$ cat src/source/tetrisPkg.sv
// Playfield geometry and shared types
package tetrisPkg;

	// board size in pixels
	localparam int Rows = 20;
	localparam int Cols = 10;

	localparam int RowIdxWidth = $clog2(Rows);
	localparam int ScoreWidth = 14;

	// one row of pixels, one bit per column
	typedef logic [Cols-1:0] rowT;

	// index 0 is the top row, index Rows-1 the bottom row
	typedef rowT [Rows-1:0] boardT;

	typedef logic [RowIdxWidth-1:0] rowIdxT;

	// cleared-line count
	typedef logic [ScoreWidth-1:0] scoreT;

	localparam rowIdxT FirstRow = '0;
	localparam rowIdxT LastRow = rowIdxT'(Rows - 1);

	// next-value select for the stored playfield
	typedef enum logic [1:0]
	{
		Hold,
		MergePiece,
		Reload
	} mapSelT;

	// true when every pixel of the row is set
	function automatic logic rowFull(input rowT row);
		return &row;
	endfunction

endpackage

$ cat src/source/boardController.sv
// Load and line-clear sequencer
`timescale 1ns/1ps

module boardController
(
	input  logic                        Clk,
	input  logic                        Reset,
	input  logic                        GameReset,
	input  logic                        NeedsLoad,
	input  logic                        AnyFull,
	input  logic [tetrisPkg::Rows-1:0]  FullRows,
	output tetrisPkg::mapSelT           MapSel,
	output logic                        CopyAll,
	output logic                        ShiftEn,
	output tetrisPkg::rowIdxT           ShiftRow,
	output logic                        ResetShape,
	output logic                        Busy,
	output tetrisPkg::scoreT            Score
);

	typedef enum logic [2:0]
	{
		Idle,
		Merge,
		Respawn,
		Copy,
		Scan,
		Shift,
		Reload
	} stateT;

	stateT State;
	stateT NextState;

	// row under inspection during the scan
	tetrisPkg::rowIdxT ScanRow;

	// row being loaded from the one above it
	tetrisPkg::rowIdxT ShiftIdx;

	logic ScanRowFull;
	logic ScanDone;
	logic ShiftDone;
	logic FirstShift;

	assign ScanRowFull = FullRows[ScanRow];
	assign ScanDone = (ScanRow == tetrisPkg::LastRow);
	assign ShiftDone = (ShiftIdx == tetrisPkg::FirstRow);

	// shift index starts at the scan row, so equality marks the first cycle
	assign FirstShift = (State == Shift) && (ShiftIdx == ScanRow);

	always_ff @(posedge Clk or posedge Reset)
	begin
		if (Reset)
		begin
			State <= Idle;
		end
		else if (GameReset)
		begin
			State <= Idle;
		end
		else
		begin
			State <= NextState;
		end
	end

	always_comb
	begin
		NextState = State;
		unique case (State)
			Idle:
			begin
				if (NeedsLoad)
				begin
					NextState = Merge;
				end
			end
			Merge:
			begin
				NextState = Respawn;
			end
			Respawn:
			begin
				// merged board is visible to AnyFull here
				if (AnyFull)
				begin
					NextState = Copy;
				end
				else
				begin
					NextState = Idle;
				end
			end
			Copy:
			begin
				NextState = Scan;
			end
			Scan:
			begin
				if (ScanRowFull)
				begin
					NextState = Shift;
				end
				else if (ScanDone)
				begin
					NextState = Reload;
				end
			end
			Shift:
			begin
				if (ShiftDone)
				begin
					if (ScanDone)
					begin
						NextState = Reload;
					end
					else
					begin
						NextState = Scan;
					end
				end
			end
			Reload:
			begin
				NextState = Idle;
			end
			default:
			begin
				NextState = Idle;
			end
		endcase
	end

	// scan row and shift index
	always_ff @(posedge Clk or posedge Reset)
	begin
		if (Reset)
		begin
			ScanRow <= tetrisPkg::FirstRow;
			ShiftIdx <= tetrisPkg::FirstRow;
		end
		else if (GameReset)
		begin
			ScanRow <= tetrisPkg::FirstRow;
			ShiftIdx <= tetrisPkg::FirstRow;
		end
		else
		begin
			case (State)
				Copy:
				begin
					ScanRow <= tetrisPkg::FirstRow;
				end
				Scan:
				begin
					if (ScanRowFull)
					begin
						ShiftIdx <= ScanRow;
					end
					else if (!ScanDone)
					begin
						ScanRow <= ScanRow + tetrisPkg::rowIdxT'(1);
					end
				end
				Shift:
				begin
					if (!ShiftDone)
					begin
						ShiftIdx <= ShiftIdx - tetrisPkg::rowIdxT'(1);
					end
					// the cleared row now holds the row above, which was already scanned
					else if (!ScanDone)
					begin
						ScanRow <= ScanRow + tetrisPkg::rowIdxT'(1);
					end
				end
				default:
				begin
					ScanRow <= ScanRow;
				end
			endcase
		end
	end

	// one point per cleared line
	always_ff @(posedge Clk or posedge Reset)
	begin
		if (Reset)
		begin
			Score <= '0;
		end
		else if (GameReset)
		begin
			Score <= '0;
		end
		else if (FirstShift)
		begin
			Score <= Score + tetrisPkg::scoreT'(1);
		end
	end

	always_comb
	begin
		MapSel = tetrisPkg::Hold;
		CopyAll = 1'b0;
		ShiftEn = 1'b0;
		ResetShape = 1'b0;
		case (State)
			Merge:
			begin
				MapSel = tetrisPkg::MergePiece;
			end
			Respawn:
			begin
				ResetShape = 1'b1;
			end
			Copy:
			begin
				CopyAll = 1'b1;
			end
			Shift:
			begin
				ShiftEn = 1'b1;
			end
			Reload:
			begin
				MapSel = tetrisPkg::Reload;
			end
			default:
			begin
				MapSel = tetrisPkg::Hold;
			end
		endcase
	end

	assign ShiftRow = ShiftIdx;
	assign Busy = (State != Idle);

endmodule

$ cat src/source/playfieldMap.sv
// Stored playfield register
`timescale 1ns/1ps

module playfieldMap
(
	input  logic              Clk,
	input  logic              Reset,
	input  logic              GameReset,
	input  tetrisPkg::mapSelT MapSel,
	input  tetrisPkg::boardT  Piece,
	input  tetrisPkg::boardT  Buffer,
	output tetrisPkg::boardT  Board,
	output logic              AnyFull
);

	tetrisPkg::boardT NextBoard;
	logic [tetrisPkg::Rows-1:0] RowIsFull;

	always_comb
	begin
		NextBoard = Board;
		case (MapSel)
			tetrisPkg::MergePiece:
			begin
				// piece pixels land on top of the settled ones
				NextBoard = Board | Piece;
			end
			tetrisPkg::Reload:
			begin
				NextBoard = Buffer;
			end
			default:
			begin
				NextBoard = Board;
			end
		endcase
	end

	always_ff @(posedge Clk or posedge Reset)
	begin
		if (Reset)
		begin
			Board <= '0;
		end
		else if (GameReset)
		begin
			Board <= '0;
		end
		else
		begin
			Board <= NextBoard;
		end
	end

	// full-row flags of the stored board
	always_comb
	begin
		for (int i = 0; i < tetrisPkg::Rows; i++)
		begin
			RowIsFull[i] = tetrisPkg::rowFull(Board[i]);
		end
	end

	assign AnyFull = |RowIsFull;

endmodule

$ cat src/source/clearBuffer.sv
// Working copy of the board for line clears
`timescale 1ns/1ps

module clearBuffer
(
	input  logic                        Clk,
	input  logic                        Reset,
	input  logic                        GameReset,
	input  logic                        CopyAll,
	input  tetrisPkg::boardT            Board,
	input  logic                        ShiftEn,
	input  tetrisPkg::rowIdxT           ShiftRow,
	output tetrisPkg::boardT            Buffer,
	output logic [tetrisPkg::Rows-1:0]  FullRows
);

	// per-row load strobes for a shift
	logic [tetrisPkg::Rows-1:0] RowLoad;

	// each row's shift source is the row above it
	tetrisPkg::boardT ShiftSource;

	always_comb
	begin
		for (int i = 0; i < tetrisPkg::Rows; i++)
		begin
			RowLoad[i] = ShiftEn && (ShiftRow == tetrisPkg::rowIdxT'(i));
		end
	end

	always_comb
	begin
		// empty row enters at the top
		ShiftSource[0] = '0;
		for (int i = 1; i < tetrisPkg::Rows; i++)
		begin
			ShiftSource[i] = Buffer[i-1];
		end
	end

	always_ff @(posedge Clk or posedge Reset)
	begin
		if (Reset)
		begin
			Buffer <= '0;
		end
		else if (GameReset)
		begin
			Buffer <= '0;
		end
		else if (CopyAll)
		begin
			Buffer <= Board;
		end
		else
		begin
			for (int i = 0; i < tetrisPkg::Rows; i++)
			begin
				if (RowLoad[i])
				begin
					Buffer[i] <= ShiftSource[i];
				end
			end
		end
	end

	always_comb
	begin
		for (int i = 0; i < tetrisPkg::Rows; i++)
		begin
			FullRows[i] = tetrisPkg::rowFull(Buffer[i]);
		end
	end

endmodule

$ cat src/source/tetrisBoard.sv
// Playfield clearing engine top level
`timescale 1ns/1ps

module tetrisBoard
(
	input  logic              Clk,
	input  logic              Reset,
	input  logic              GameReset,
	input  logic              NeedsLoad,
	input  tetrisPkg::boardT  Piece,
	output tetrisPkg::boardT  Board,
	output tetrisPkg::scoreT  Score,
	output logic              ResetShape,
	output logic              Busy
);

	tetrisPkg::mapSelT MapSel;
	logic AnyFull;

	// compacted board returned to the playfield
	tetrisPkg::boardT Buffer;

	logic CopyAll;
	logic ShiftEn;
	tetrisPkg::rowIdxT ShiftRow;
	logic [tetrisPkg::Rows-1:0] FullRows;

	boardController controller
	(
		.Clk        (Clk),
		.Reset      (Reset),
		.GameReset  (GameReset),
		.NeedsLoad  (NeedsLoad),
		.AnyFull    (AnyFull),
		.FullRows   (FullRows),
		.MapSel     (MapSel),
		.CopyAll    (CopyAll),
		.ShiftEn    (ShiftEn),
		.ShiftRow   (ShiftRow),
		.ResetShape (ResetShape),
		.Busy       (Busy),
		.Score      (Score)
	);

	playfieldMap playfield
	(
		.Clk       (Clk),
		.Reset     (Reset),
		.GameReset (GameReset),
		.MapSel    (MapSel),
		.Piece     (Piece),
		.Buffer    (Buffer),
		.Board     (Board),
		.AnyFull   (AnyFull)
	);

	clearBuffer buffer
	(
		.Clk       (Clk),
		.Reset     (Reset),
		.GameReset (GameReset),
		.CopyAll   (CopyAll),
		.Board     (Board),
		.ShiftEn   (ShiftEn),
		.ShiftRow  (ShiftRow),
		.Buffer    (Buffer),
		.FullRows  (FullRows)
	);

endmodule

$ cat config.mk
export PLATFORM = sky130hd
export DESIGN_NAME = tetrisBoard
export DESIGN_NICKNAME = d
export VERILOG_FILES = /design/src/source/tetrisPkg.sv /design/src/source/boardController.sv /design/src/source/playfieldMap.sv /design/src/source/clearBuffer.sv /design/src/source/tetrisBoard.sv
export SDC_FILE = /design/constraint.sdc
export NUM_CORES = 1
export LEC_CHECK = 0
export ABC_AREA = 1
export BUFFER_PORTS_ARGS = -buffer_cell sky130_fd_sc_hd__buf_2
export CAP_MARGIN = 20
export CORE_ASPECT_RATIO = 1.75
export CORE_MARGIN = 1
export CORE_UTILIZATION = 56
export DETAILED_ROUTE_END_ITERATION = 16
export PLACE_DENSITY_LB_ADDON = 0.15
export SKIP_CTS_REPAIR_TIMING = 1
export SYNTH_ARGS = -nofsm -noshare
export SYNTH_HDL_FRONTEND = slang
export SYNTH_SLANG_ARGS = --single-unit
export TNS_END_PERCENT = 100
$ cat constraint.sdc
create_clock -name Clk -period 16.37 [get_ports Clk]
set_clock_uncertainty 0.2 [all_clocks]
set_input_delay 3.274 -clock Clk [delete_from_list [all_inputs] [get_ports Clk]]
set_output_delay 3.274 -clock Clk [all_outputs]
set_load 0.01 [all_outputs]
==> flow_metrics.py <==
metrics = {
    "die": {
        "rows": 94,
        "die_area_sq_um": 39300,
        "die_y_um": 262,
        "core-area_sq_um": 37800,
        "die_w_um": 150,
        "start_util_pct": 57.1,
        "boundaryPins": 420,
    },
    "critical_path": {
        "reg2reg_depth": 7,
        "start_kind": "input pin",
        "cpLargestDelayFamily": "buffers and inverters",
        "endpoint_kind": "register",
        "cpPeakStageDelay_ns": 0.69,
        "required_ns": 16.57,
        "path_cells": "buf_2 > inv_6 > nand2_2 > buf_4 > o22ai_1 > nand2_1 > o21ai_0",
        "path_buf_inv": 3,
        "critPathArrivalTime_ns": 5.74,
        "cp_num_cells": 7,
        "cpMaxStageDelayCell": "nand2_2",
        "crit_fanout": 102,
        "crit_type": "input pin to register",
    },
    "route": {
        "via_count": 21235,
        "drtAntennaViolNets": 0,
        "wirelength_um": 70800,
        "drc": 0,
        "drt-vias-per-instance": 5.97,
        "wl_per_cell_um": 19.9,
        "drtIter0Drc": 1560,
        "drtPass1Iterations": 6,
    },
    "logic_synthesis": {
        "yosys-top-cells-area": "dfrtp_1 (50%), o21ai_0 (11%), nand2_1 (11%)",
        "syn-cell-area_sq_um": 21600,
        "synth_cell_type_count": 42,
        "yosysSeqAreaShare_pct": 49.6,
        "ys_ff_latch": 427,
        "yosysTopAreaCell": "dfrtp_1",
        "synthCells": 2749,
        "synth_nets": 2960,
        "ys_warn_count": 0,
        "synth_top_area_share_pct": 49.6,
        "avgSynthCellArea_sq_um": 7.84,
    },
    "clock_network": {
        "htree_levels": 2,
        "cts-root-buf": "clkbuf_16",
        "cts_tree": "built",
        "clockBufferDepth": 3,
        "cts_buffers": 41,
        "cts.clk_slew.worst_paths_ns": 0.07,
        "clock_sinks": 427,
        "insertion_delay_ns": 0.56,
    },
    "grt": {
        "grt_pass1_vias": 20652,
        "globalRouteMet1Util_pct": 40.4,
        "grt_max_degree": 178,
        "grt_pass1_wl_um": 109000,
        "busiest_layer": "met2",
        "track_usage_pct": 35.9,
        "grt_use_met2_pct": 63.7,
        "grt_use_met3_pct": 4.70,
        "antenna_found_initial": 1,
        "grt_remaining_overflow": 0,
    },
    "timing": {
        "hold_violations": 0,
        "tightestPinTransition_ns": 1.08,
        "slew_violations": 0,
        "fin_crit_sh_pct": 33.9,
        "fmax_mhz": 180,
        "setup_viol": 0,
        "fin_ws_ns": 10.83,
        "min_period_ns": 5.54,
        "setup_tns_ns": 0,
        "maxSlewHeadroom_pct": 27.7,
        "rsz0062_at_grt": "false",
    },
    "placement": {
        "pre_cts_slack_ns": 10.16,
        "numPortBuffers": 419,
        "gp_congestion": 0.933,
        "hpwlAfterDp_um": 50100,
    },
    "finish": {
        "drive_gt1_share_pct": 17.2,
        "layout.nets": 3262,
        "syn2layout_area_growth_pct": 16.4,
    },
    "worst_hold_path": {
        "min_path_type": "register to register",
        "hold_depth": 1,
    },
    "flow_run": {
        "max_cap_violations": 0,
    },
    "outcome": {
        "status": "completed",
    },
    "power_and_ir_drop": {
        "p_leak_nw": 11.6,
        "peakVddDrop_v": 0.0000858,
        "powerDensity_nw_per_um2": 103,
    },
}
power by group:
group	switching, W	internal [W]	total (W)	leakage, nW
Sequential	0.0000858	0.00114	0.00123	5.71
Clock	0.000418	0.000550	0.000968	0.653
Combinational	0.000267	0.000133	0.000400	5.19
Total	0.000770	0.00182	0.00259	11.6
Yosys cell counts (all sizes together):
cell      n
ha        7
o31ai     1
nor2     97
clkinv    1
o21ai   502
o21a     15
a31oi   200
a41oi     1
nor4      3
nand3b    7
a221oi    2
a21oi    27
o22ai    72
buf      61
and3      1
clkbuf  120
nand4    23
dfrtp   427
xor2      6
nand3   162
xnor2     1
nand2   611
inv     318
o221ai   14
nor3     69
o221a     1
per-layer routing:
| layer | share of wire, % | wire [um] |
|---|---|---|
| met3 | 6.4 | 4530 |
| met5 | 0 | 0 |
| met1 | 35 | 25100 |
| met2 | 52 | 36600 |
| met4 | 6.5 | 4590 |
kinds of logic after synthesis:
| group | share of synthesized area (%) |
|---|---|
| AOI/OAI and AO/OA | 21.5 |
| buffers and inverters | 9.00 |
| xor gates and xnor gates | 0.284 |
| adders and majority gates | 0.406 |
| and+or+nand+nor | 19.2 |
| DFF | 49.6 |
per-stage QoR:
step	area [sq um]	hold WS (ns)	power, W	utilization (%)	instances
after floorplan	21600	0.297	0.00146	-	2749
after global placement	23700	0.307	0.00162	62.8	3485
after detailed placement	23700	0.315	0.00164	62.8	3486
after CTS	25000	0.327	0.00259	66.3	3555
after global routing	25100	0.348	0.00269	66.4	3557
final	25100	0.330	0.00259	66.4	3558
sequential cells by signal, summed over array words and instances, names as in the netlist:
signal	flops
controller.ShiftRow	5
buffer.Buffer	200
controller.Score	14
controller.State	3
playfield.Board	200
controller.ScanRow	5
placed cells by master (no fill, tap or decap), types with 4 or more instances in the layout:
cell       Yosys  layout
clkbuf_1     120      10
buf_4          2      18
nand3b_1       7       7
a21oi_1       25      25
ha_1           7       7
nand2_2        3       4
a31oi_1      200     200
nand3_1      160     159
o21a_1        15      15
inv_1        313     312
nand4_1       23      23
buf_2         42     419
o22ai_1       72      72
inv_2          4       4
dfrtp_1      427     427
o21ai_1       23      23
nor2_1        95      95
clkbuf_8       0       5
o21ai_0      477     476
clkinv_2       0       6
o221ai_1      14      14
nor3_1        66      66
xor2_1         6       6
nand2_1      605     604
clkbuf_16      0      43
layout make-up:
type | instances | area [sq um]
antenna | 1 | 2.50
clock buffer | 58 | 1180
clock inverter | 11 | 138
fill | 3363 | 12700
inverter | 319 | 1210
multi-input combinational | 1822 | 8970
sequential | 427 | 10700
tap | 480 | 601
timing repair buffer | 440 | 2300
path summary, 6_finish.rpt:
kind	from	endpoint	slack, ns
max in group asynchronous	Reset	buffer.Buffer[184]	11.85
min in group asynchronous	Reset	buffer.Buffer[95]	2.66
worst max-delay path	GameReset	buffer.Buffer[10]	10.83
worst min register to register	controller.Score[9]	controller.Score[9]	0.33
worst max register to register	controller.State[2]	buffer.Buffer[10]	12.99
worst min-delay path	controller.Score[9]	controller.Score[9]	0.33
Power figures use the tool's default switching activity.
